<file path="src/hdl/jedro_1_pkg.sv">
package jedro_1_pkg;

  //////////////////////////////////////////////////
  // Vector types
  //////////////////////////////////////////////////

  // Register and operand value
  typedef logic [31:0] data_t;
  // Raw instruction word
  typedef logic [31:0] instr_t;
  // Register index, full RV32I width
  typedef logic [4:0]  reg_addr_t;
  // ALU operation select
  typedef logic [3:0]  alu_op_t;

  //////////////////////////////////////////////////
  // ALU operation codes
  //////////////////////////////////////////////////

  localparam alu_op_t ALU_ADD   = 4'd0;
  localparam alu_op_t ALU_SUB   = 4'd1;
  localparam alu_op_t ALU_SLL   = 4'd2;
  localparam alu_op_t ALU_SLT   = 4'd3;
  localparam alu_op_t ALU_SLTU  = 4'd4;
  localparam alu_op_t ALU_XOR   = 4'd5;
  localparam alu_op_t ALU_SRL   = 4'd6;
  localparam alu_op_t ALU_SRA   = 4'd7;
  localparam alu_op_t ALU_OR    = 4'd8;
  localparam alu_op_t ALU_AND   = 4'd9;
  // Operand B straight through, for LUI
  localparam alu_op_t ALU_PASSB = 4'd10;

  //////////////////////////////////////////////////
  // RV32I encodings
  //////////////////////////////////////////////////

  localparam logic [6:0] OPC_OP     = 7'b0110011;
  localparam logic [6:0] OPC_OP_IMM = 7'b0010011;
  localparam logic [6:0] OPC_LUI    = 7'b0110111;

  // funct3 field values
  localparam logic [2:0] F3_ADD_SUB = 3'b000;
  localparam logic [2:0] F3_SLL     = 3'b001;
  localparam logic [2:0] F3_SLT     = 3'b010;
  localparam logic [2:0] F3_SLTU    = 3'b011;
  localparam logic [2:0] F3_XOR     = 3'b100;
  localparam logic [2:0] F3_SRL_SRA = 3'b101;
  localparam logic [2:0] F3_OR      = 3'b110;
  localparam logic [2:0] F3_AND     = 3'b111;

  // funct7 field values
  localparam logic [6:0] F7_BASE = 7'b0000000;
  localparam logic [6:0] F7_ALT  = 7'b0100000;

endpackage

</file>
<file path="src/hdl/jedro_1_decoder.sv">
module jedro_1_decoder #(
  parameter int unsigned REG_ADDR_WIDTH = 5
) (
  input  logic                  instr_valid_i,
  input  jedro_1_pkg::instr_t    instr_i,

  // Register addresses
  output jedro_1_pkg::reg_addr_t rs1_addr_o,
  output jedro_1_pkg::reg_addr_t rs2_addr_o,
  output jedro_1_pkg::reg_addr_t rd_addr_o,

  // ALU controls
  output jedro_1_pkg::data_t     imm_o,
  output logic                  use_imm_o,
  output jedro_1_pkg::alu_op_t   alu_op_o,

  // Writeback request
  output logic                  wb_o
);

  import jedro_1_pkg::*;

  localparam int NUM_REGS = 2 ** REG_ADDR_WIDTH;

  // Instruction fields
  logic [6:0] opcode;
  logic [2:0] funct3;
  logic [6:0] funct7;
  data_t      imm_i_type;
  data_t      imm_u_type;
  logic       legal;

  // True when the index exists in this register file
  function automatic logic reg_in_range(reg_addr_t addr);
    return int'(addr) < NUM_REGS;
  endfunction

  assign opcode = instr_i[6:0];
  assign funct3 = instr_i[14:12];
  assign funct7 = instr_i[31:25];

  assign rd_addr_o  = instr_i[11:7];
  assign rs1_addr_o = instr_i[19:15];
  assign rs2_addr_o = instr_i[24:20];

  // Sign extended 12-bit immediate
  assign imm_i_type = {{20{instr_i[31]}}, instr_i[31:20]};
  // Upper 20 bits, low 12 zero
  assign imm_u_type = {instr_i[31:12], 12'b0};

  //////////////////////////////////////////////////
  // Opcode and function decode
  //////////////////////////////////////////////////

  always_comb begin
    imm_o     = imm_i_type;
    use_imm_o = 1'b0;
    alu_op_o  = ALU_ADD;
    legal     = 1'b0;

    case (opcode)
      OPC_LUI: begin
        imm_o     = imm_u_type;
        use_imm_o = 1'b1;
        alu_op_o  = ALU_PASSB;
        // Only rd is a register here
        legal     = reg_in_range(rd_addr_o);
      end

      OPC_OP_IMM: begin
        use_imm_o = 1'b1;
        legal     = reg_in_range(rd_addr_o) && reg_in_range(rs1_addr_o);
        case (funct3)
          F3_ADD_SUB: alu_op_o = ALU_ADD;
          F3_SLT:     alu_op_o = ALU_SLT;
          F3_SLTU:    alu_op_o = ALU_SLTU;
          F3_XOR:     alu_op_o = ALU_XOR;
          F3_OR:      alu_op_o = ALU_OR;
          F3_AND:     alu_op_o = ALU_AND;
          F3_SLL: begin
            alu_op_o = ALU_SLL;
            // Shift immediates carry funct7 in the upper imm bits
            if (funct7 != F7_BASE) legal = 1'b0;
          end
          default: begin
            // SRLI or SRAI, chosen by funct7
            alu_op_o = (funct7 == F7_ALT) ? ALU_SRA : ALU_SRL;
            if (funct7 != F7_BASE && funct7 != F7_ALT) legal = 1'b0;
          end
        endcase
      end

      OPC_OP: begin
        legal = reg_in_range(rd_addr_o) && reg_in_range(rs1_addr_o)
                && reg_in_range(rs2_addr_o);
        case (funct3)
          F3_ADD_SUB: alu_op_o = (funct7 == F7_ALT) ? ALU_SUB : ALU_ADD;
          F3_SLL:     alu_op_o = ALU_SLL;
          F3_SLT:     alu_op_o = ALU_SLT;
          F3_SLTU:    alu_op_o = ALU_SLTU;
          F3_XOR:     alu_op_o = ALU_XOR;
          F3_SRL_SRA: alu_op_o = (funct7 == F7_ALT) ? ALU_SRA : ALU_SRL;
          F3_OR:      alu_op_o = ALU_OR;
          default:    alu_op_o = ALU_AND;
        endcase
        // Alternate funct7 only for SUB and SRA
        if (funct7 == F7_ALT) begin
          if (funct3 != F3_ADD_SUB && funct3 != F3_SRL_SRA) legal = 1'b0;
        end else if (funct7 != F7_BASE) begin
          legal = 1'b0;
        end
      end

      // Anything else retires without writeback
      default: legal = 1'b0;
    endcase
  end

  assign wb_o = instr_valid_i && legal;

endmodule

</file>
<file path="src/hdl/jedro_1_regfile.sv">
module jedro_1_regfile #(
  parameter int unsigned REG_ADDR_WIDTH = 5
) (
  input  logic                  clk_i,
  input  logic                  rstn_i,

  // Read port A
  input  jedro_1_pkg::reg_addr_t rpa_addr_i,
  output jedro_1_pkg::data_t     rpa_data_o,

  // Read port B
  input  jedro_1_pkg::reg_addr_t rpb_addr_i,
  output jedro_1_pkg::data_t     rpb_data_o,

  // Write port C
  input  jedro_1_pkg::reg_addr_t wpc_addr_i,
  input  jedro_1_pkg::data_t     wpc_data_i,
  input  logic                  wpc_we_i,

  // Destination and writeback buffer
  input  jedro_1_pkg::reg_addr_t reg_alu_dest_i,
  output jedro_1_pkg::reg_addr_t reg_alu_dest_o,
  input  logic                  reg_alu_wb_i,
  output logic                  reg_alu_wb_o
);

  import jedro_1_pkg::*;

  localparam int NUM_REGS = 2 ** REG_ADDR_WIDTH;

  // x0 up to the last implemented register
  data_t regs [NUM_REGS];

  // Asynchronous reads on the low index bits
  assign rpa_data_o = regs[rpa_addr_i[REG_ADDR_WIDTH-1:0]];
  assign rpb_data_o = regs[rpb_addr_i[REG_ADDR_WIDTH-1:0]];

  //////////////////////////////////////////////////
  // Register write
  //////////////////////////////////////////////////

  always_ff @(posedge clk_i) begin
    if (!rstn_i) begin
      for (int i = 0; i < NUM_REGS; i++) begin
        regs[i] <= '0;
      end
    end else if (wpc_we_i && (wpc_addr_i != '0)) begin
      // x0 never written, stays zero
      regs[wpc_addr_i[REG_ADDR_WIDTH-1:0]] <= wpc_data_i;
    end
  end

  // One cycle delay, aligned with the ALU result
  always_ff @(posedge clk_i) begin
    if (!rstn_i) begin
      reg_alu_dest_o <= '0;
      reg_alu_wb_o   <= 1'b0;
    end else begin
      reg_alu_dest_o <= reg_alu_dest_i;
      reg_alu_wb_o   <= reg_alu_wb_i;
    end
  end

endmodule

</file>
<file path="src/hdl/jedro_1_alu.sv">
module jedro_1_alu (
  input  logic                  clk_i,
  input  logic                  rstn_i,

  // Source addresses for the bypass compare
  input  jedro_1_pkg::reg_addr_t rs1_addr_i,
  input  jedro_1_pkg::reg_addr_t rs2_addr_i,

  // Register file operands and immediate
  input  jedro_1_pkg::data_t     rs1_data_i,
  input  jedro_1_pkg::data_t     rs2_data_i,
  input  jedro_1_pkg::data_t     imm_i,
  input  logic                  use_imm_i,
  input  jedro_1_pkg::alu_op_t   alu_op_i,

  // Pending write of the previous instruction
  input  jedro_1_pkg::reg_addr_t fwd_dest_i,
  input  logic                  fwd_wb_i,

  output jedro_1_pkg::data_t     result_o
);

  import jedro_1_pkg::*;

  logic       fwd_a;
  logic       fwd_b;
  data_t      op_a;
  data_t      rs2_val;
  data_t      op_b;
  logic [4:0] shamt;
  data_t      result_d;

  //////////////////////////////////////////////////
  // Bypass and operand select
  //////////////////////////////////////////////////

  // Result not yet in the register file, x0 never forwarded
  assign fwd_a = fwd_wb_i && (fwd_dest_i == rs1_addr_i) && (rs1_addr_i != '0);
  assign fwd_b = fwd_wb_i && (fwd_dest_i == rs2_addr_i) && (rs2_addr_i != '0);

  assign op_a    = fwd_a ? result_o : rs1_data_i;
  assign rs2_val = fwd_b ? result_o : rs2_data_i;

  // Immediate replaces rs2 for OP-IMM and LUI
  assign op_b = use_imm_i ? imm_i : rs2_val;

  // Shift amount from the low five bits
  assign shamt = op_b[4:0];

  //////////////////////////////////////////////////
  // Operations
  //////////////////////////////////////////////////

  always_comb begin
    case (alu_op_i)
      ALU_ADD:   result_d = op_a + op_b;
      ALU_SUB:   result_d = op_a - op_b;
      ALU_SLL:   result_d = op_a << shamt;
      ALU_SLT:   result_d = {31'b0, $signed(op_a) < $signed(op_b)};
      ALU_SLTU:  result_d = {31'b0, op_a < op_b};
      ALU_XOR:   result_d = op_a ^ op_b;
      ALU_SRL:   result_d = op_a >> shamt;
      // Arithmetic shift keeps the sign
      ALU_SRA:   result_d = data_t'($signed(op_a) >>> shamt);
      ALU_OR:    result_d = op_a | op_b;
      ALU_AND:   result_d = op_a & op_b;
      ALU_PASSB: result_d = op_b;
      // Unused codes
      default:   result_d = '0;
    endcase
  end

  // Result register, also the bypass source
  always_ff @(posedge clk_i) begin
    if (!rstn_i) begin
      result_o <= '0;
    end else begin
      result_o <= result_d;
    end
  end

endmodule

</file>
<file path="src/hdl/jedro_1_datapath.sv">
module jedro_1_datapath #(
  parameter int unsigned REG_ADDR_WIDTH = 5
) (
  input  logic                  clk_i,
  input  logic                  rstn_i,

  // Instruction in
  input  logic                  instr_valid_i,
  input  jedro_1_pkg::instr_t    instr_i,

  // Retired writeback trace
  output logic                  wb_valid_o,
  output jedro_1_pkg::reg_addr_t wb_rd_o,
  output jedro_1_pkg::data_t     wb_data_o
);

  import jedro_1_pkg::*;

  // Decode outputs
  reg_addr_t rs1_addr;
  reg_addr_t rs2_addr;
  reg_addr_t rd_addr;
  data_t     imm;
  logic      use_imm;
  alu_op_t   alu_op;
  logic      dec_wb;

  // Register read data
  data_t     rpa_data;
  data_t     rpb_data;

  // Execute stage, one cycle after decode
  reg_addr_t reg_alu_dest;
  logic      reg_alu_wb;
  data_t     alu_result;

  //////////////////////////////////////////////////
  // Decode
  //////////////////////////////////////////////////

  jedro_1_decoder #(
    .REG_ADDR_WIDTH (REG_ADDR_WIDTH)
  ) u_decoder (
    .instr_valid_i (instr_valid_i),
    .instr_i       (instr_i),
    .rs1_addr_o    (rs1_addr),
    .rs2_addr_o    (rs2_addr),
    .rd_addr_o     (rd_addr),
    .imm_o         (imm),
    .use_imm_o     (use_imm),
    .alu_op_o      (alu_op),
    .wb_o          (dec_wb)
  );

  // Write port fed back from the execute stage
  jedro_1_regfile #(
    .REG_ADDR_WIDTH (REG_ADDR_WIDTH)
  ) u_regfile (
    .clk_i          (clk_i),
    .rstn_i         (rstn_i),
    .rpa_addr_i     (rs1_addr),
    .rpa_data_o     (rpa_data),
    .rpb_addr_i     (rs2_addr),
    .rpb_data_o     (rpb_data),
    .wpc_addr_i     (reg_alu_dest),
    .wpc_data_i     (alu_result),
    .wpc_we_i       (reg_alu_wb),
    .reg_alu_dest_i (rd_addr),
    .reg_alu_dest_o (reg_alu_dest),
    .reg_alu_wb_i   (dec_wb),
    .reg_alu_wb_o   (reg_alu_wb)
  );

  //////////////////////////////////////////////////
  // Execute
  //////////////////////////////////////////////////

  jedro_1_alu u_alu (
    .clk_i      (clk_i),
    .rstn_i     (rstn_i),
    .rs1_addr_i (rs1_addr),
    .rs2_addr_i (rs2_addr),
    .rs1_data_i (rpa_data),
    .rs2_data_i (rpb_data),
    .imm_i      (imm),
    .use_imm_i  (use_imm),
    .alu_op_i   (alu_op),
    .fwd_dest_i (reg_alu_dest),
    .fwd_wb_i   (reg_alu_wb),
    .result_o   (alu_result)
  );

  // Trace mirrors the pending register write
  assign wb_valid_o = reg_alu_wb;
  assign wb_rd_o    = reg_alu_dest;
  assign wb_data_o  = alu_result;

endmodule

</file>
<file path="config.mk">
export PLATFORM = sky130hd
export DESIGN_NAME = jedro_1_datapath
export DESIGN_NICKNAME = d
export VERILOG_FILES = /design/src/hdl/jedro_1_pkg.sv /design/src/hdl/jedro_1_decoder.sv /design/src/hdl/jedro_1_regfile.sv /design/src/hdl/jedro_1_alu.sv /design/src/hdl/jedro_1_datapath.sv
export SDC_FILE = /design/constraint.sdc
export NUM_CORES = 2
export LEC_CHECK = 0
export BUFFER_PORTS_ARGS = -buffer_cell sky130_fd_sc_hd__clkbuf_2
export CAP_MARGIN = 30
export CORE_AREA = 2 2 478 480
export CTS_BUF_LIST = sky130_fd_sc_hd__clkbuf_16
export DETAILED_ROUTE_END_ITERATION = 10
export DIE_AREA = 0 0 480 482
export SYNTH_ARGS = -nofsm -noshare
export SYNTH_HDL_FRONTEND = slang
export SYNTH_HIERARCHICAL = 1
export SYNTH_SLANG_ARGS = --single-unit
</file>
<file path="constraint.sdc">
create_clock -name clk_i -period 5.65 [get_ports clk_i]
set_input_delay 0.2825 -clock clk_i [delete_from_list [all_inputs] [get_ports clk_i]]
set_output_delay 0.2825 -clock clk_i [all_outputs]
set_load 0.02 [all_outputs]
</file>
==> results.md <==
- # rows: around 180
- Seq cells post-synth: 1062
- Peak VDD IR: 0.281 mV
- Period utilization: around 100%
- Root buf cell: clkbuf_16
- Internal power: 0.0159 W
- Max-slew headroom: between 30% and 40%
- DP Area: 76000 µm²
- Pin count of the biggest net entering global routing: roughly 60
- Kind of end point of the critical path: register
- Pre-CTS setup slack: -0.492 ns
- Worst Slack Setup Final: between 0.08 and 0.09 ns
- Post-synth EDFFs: 1024
- WP buf/inv: 4
- Max-cap viol count: 0
- CTS max path bufs: 3
- Critical Path AT: between 6 and 7 ns
- CTS tree: done
- Register area share after synthesis: 46.6%
- Max incr delay on CP: around 0.65 ns
- DR vias/cell: about 5.7
- Outcome: complete, no violations
- Psw: between 0.008 and 0.009 W
- # setup viols final: 0
- DR vias: 55200
- Initial antenna violation count: 22
- RePlAce Congestion: 0.995
- DP HPWL: 194000 µm
- Die Area: about 230000 µm²
- Setup TNS: 0 ns
- Drt wl/cell: 28.7 µm
- Final Util: a little over a third
- CP Cell Sequence: xnor2_1 -> nand3_1 -> nor3_4 -> buf_12 -> buf_12 -> mux2i_1 -> buf_4 -> inv_1 -> ha_1 -> nor2b_1 -> nor2_1 -> o21ai_0 -> a211oi_1 -> o21ai_0 -> a221oi_2 -> o211ai_1 -> a211oi_2 -> a31oi_1
- Setup CP Type: reg2reg
- Share of layout cells above drive strength 1: 16.5%
- Switching fraction of total power: 34.1%
- RSZ-0062 raised after global routing: no
- CTS Buf Count: 120
- CTS sink cnt: 1062
- WP data required: 6.24 ns
- First-pass GRT wire length: 395000 µm
- Clock share of power: 32.9%
- CP max-delay cell: dfxtp_1
- Seq pwr share: 38.1%
- Hold_sp: instr_valid_i
- Syn avg cell area: 10.8 µm²
- Core ar.: 226000 µm²
- Pwr Density: 301 nW/µm²
- Final hold violation count: 0
- CP max FO: 16
- Antenna Nets Post-Route: 0
- Critical path launch point type: register
- Slew @ Worst Pin: about 1.0 ns
- Port bufs: 72
- Setup Skew: 0.0807 ns
- Highest Clock Rate: 180 MHz
- Iter 0 DRT Violations: 6216
- CP Launch Point: u_regfile/reg_alu_dest_o[2]
- DRT Pass-1 Iters: 6
- Design Area, Final: 80200 µm²
- Crit Reg-Reg Startpoint: u_regfile/reg_alu_dest_o[2]
- Nets: between 6000 and 7000
- Synth Instances: 6277
- Async set or reset register ratio after synthesis: 0%
- Synth Cell Area: 67700 µm²
- Synth Warn #: 6
- # IOs: 73
- Top delay family on crit path: compound AO/OA/AOI/OAI gates
- Netlist cell types: 100
- Clk slew on worst S/H paths: 0.06 ns
- Hold_ws: 0.139 ns
- Fin crit period: 5.57 ns
- Area growth, synth to finish: 18.5%
- Grt total ovfl: 0
- Residual DRC: 0
- LEAKAGE: 32.6 nW
- FF-to-FF setup slack: 0.08 ns
- GRT Total Usage: 23.4%
- Vias in the first global route: 53700
- # H-tree levels: 3
- Hold Crit Class: in2reg
- Synth Flop Type: edfxtp_1
- Initial Utilization: between 20 and 30%
- Chip height: a little under 500 µm
- Die W: 480 µm
- Post-Route WL: 281000 µm
- Slew Limit Fails: 0
- Comb pwr share: 28.9%
- Clk Latency, worst-skew pair: 0.80 ns
[stage by stage]
step,power (W),std cells
after detailed placement,0.0162,9516
after CTS,0.0241,9753
final,0.0241,9775
after floorplan,0.0128,6308
after global placement,0.0161,9509
after global routing,0.0248,9766
[per-layer routing]
layer	routed length, µm	global-route usage, %	part of all wire (%)
met2	130000	37.9	46
met1	114000	30.4	41
met3	22600	3.94	8.0
met5	28	0	0.010
met4	13900	10.8	4.9
[power groups by stage]
stage	logic [W]	clock network, W	registers (W)
after global placement	0.00680	0	0.00934
after detailed placement	0.00681	0	0.00935
after global routing	0.00729	0.00832	0.00923
final	0.00698	0.00795	0.00921
after floorplan	0.00340	0	0.00941
after CTS	0.00684	0.00802	0.00920
[cell families (layout without fill, tap and decap cells)]
group,Yosys count,count (layout),synth area share (%)
simple gates,1956,1956,16.0
mux,1240,1240,18.4
compound gates,1181,1181,11.9
flops,1062,1062,46.6
buf+inv,687,1123,4.60
fa+ha+maj,101,101,1.89
xor+xnor,49,49,0.634
other cells,1,54,0.00554
[synthesized netlist by cell type (15+ instances only)]
master	number	share of area (%)
nor2b_1	41	0.38
nand2_1	311	1.7
nand3_1	223	1.6
a21o_1	34	0.38
buf_2	98	0.72
buf_1	45	0.25
a211oi_1	24	0.27
and2_1	1009	9.3
a22oi_1	228	2.5
o31ai_1	15	0.17
mux2i_1	1209	18
buf_4	86	0.95
nor3_1	106	0.78
inv_1	95	0.53
o221ai_1	30	0.39
dfxtp_1	38	1.1
edfxtp_1	1024	45
nor2_1	147	0.82
a21oi_1	312	2.3
o21bai_1	18	0.20
a221oi_1	25	0.32
ha_1	99	1.8
nand2b_1	21	0.19
clkbuf_2	30	0.22
clkbuf_1	321	1.8
o21ai_0	130	0.96
mux2_2	21	0.35
a22o_1	134	1.7
o22ai_1	21	0.19
a31oi_1	96	0.89
xnor2_1	44	0.57
[timing repair]
action,in CTS,in global routing
resized for setup,1,4
hold buffers,11,0
pin swaps,0,0
setup buffers,0,0
hold endpoints to repair,6,0
endpoints found under the setup margin,1,4
[tightest hold or removal path, cell delays in order]
cell	delay, ns
clkbuf_2	0.09
and3_1	0.25
and2_1	0.21
[layout by cell type, fill, tap and decap left out, types with 12 or more instances in the layout]
cell / Yosys / routed
mux2i_1: 1209 / 1209
edfxtp_1: 1024 / 1024
and2_1: 1009 / 1007
buf_4: 86 / 640
a21oi_1: 312 / 312
nand2_1: 311 / 310
a22oi_1: 228 / 228
nand3_1: 223 / 222
a22o_1: 134 / 134
nor2_1: 147 / 122
clkbuf_16: 0 / 121
inv_1: 95 / 111
nor3_1: 106 / 103
ha_1: 99 / 99
o21ai_0: 130 / 98
a31oi_1: 96 / 96
buf_12: 0 / 70
clkbuf_2: 30 / 69
xnor2_1: 44 / 44
nor2b_1: 41 / 37
dfxtp_1: 38 / 36
clkinv_1: 4 / 34
a21o_1: 34 / 34
conb_1: 1 / 32
o21ai_4: 0 / 31
nor2_2: 8 / 30
o221ai_1: 30 / 30
clkinv_2: 0 / 29
a221oi_1: 25 / 23
a211oi_1: 24 / 23
diode_2: 0 / 22
mux2_2: 21 / 21
o22ai_1: 21 / 21
o21bai_1: 18 / 18
nand2b_1: 21 / 17
o31ai_1: 15 / 15
bufinv_16: 0 / 13
o211ai_1: 12 / 12
[final cells by class]
class	instances	area (µm²)
diodes	22	55.1
clock buffers	121	3030
clock inverters	105	951
fillers	22400	146000
inverters	101	384
multi-input cells	4559	33700
flip-flops and latches	1062	31500
well taps	3009	3760
repair buffers	796	6800
[final timing paths]
| kind | cells past startpoint | to |
|---|---|---|
| max | 18 | u_alu/result_o[20] |
| min reg2reg | 2 | u_regfile/regs[30][6] |
| min | 3 | u_regfile/reg_alu_wb_o |
| max reg2reg | 18 | u_alu/result_o[20] |
[registers in the layout (all words and copies together), names as in the netlist]
signal and flops:
u_regfile/reg_alu_wb_o 1, u_regfile/regs 1024, u_alu/result_o 32, u_regfile/reg_alu_dest_o 5
(Power assumes the default switching activity.)
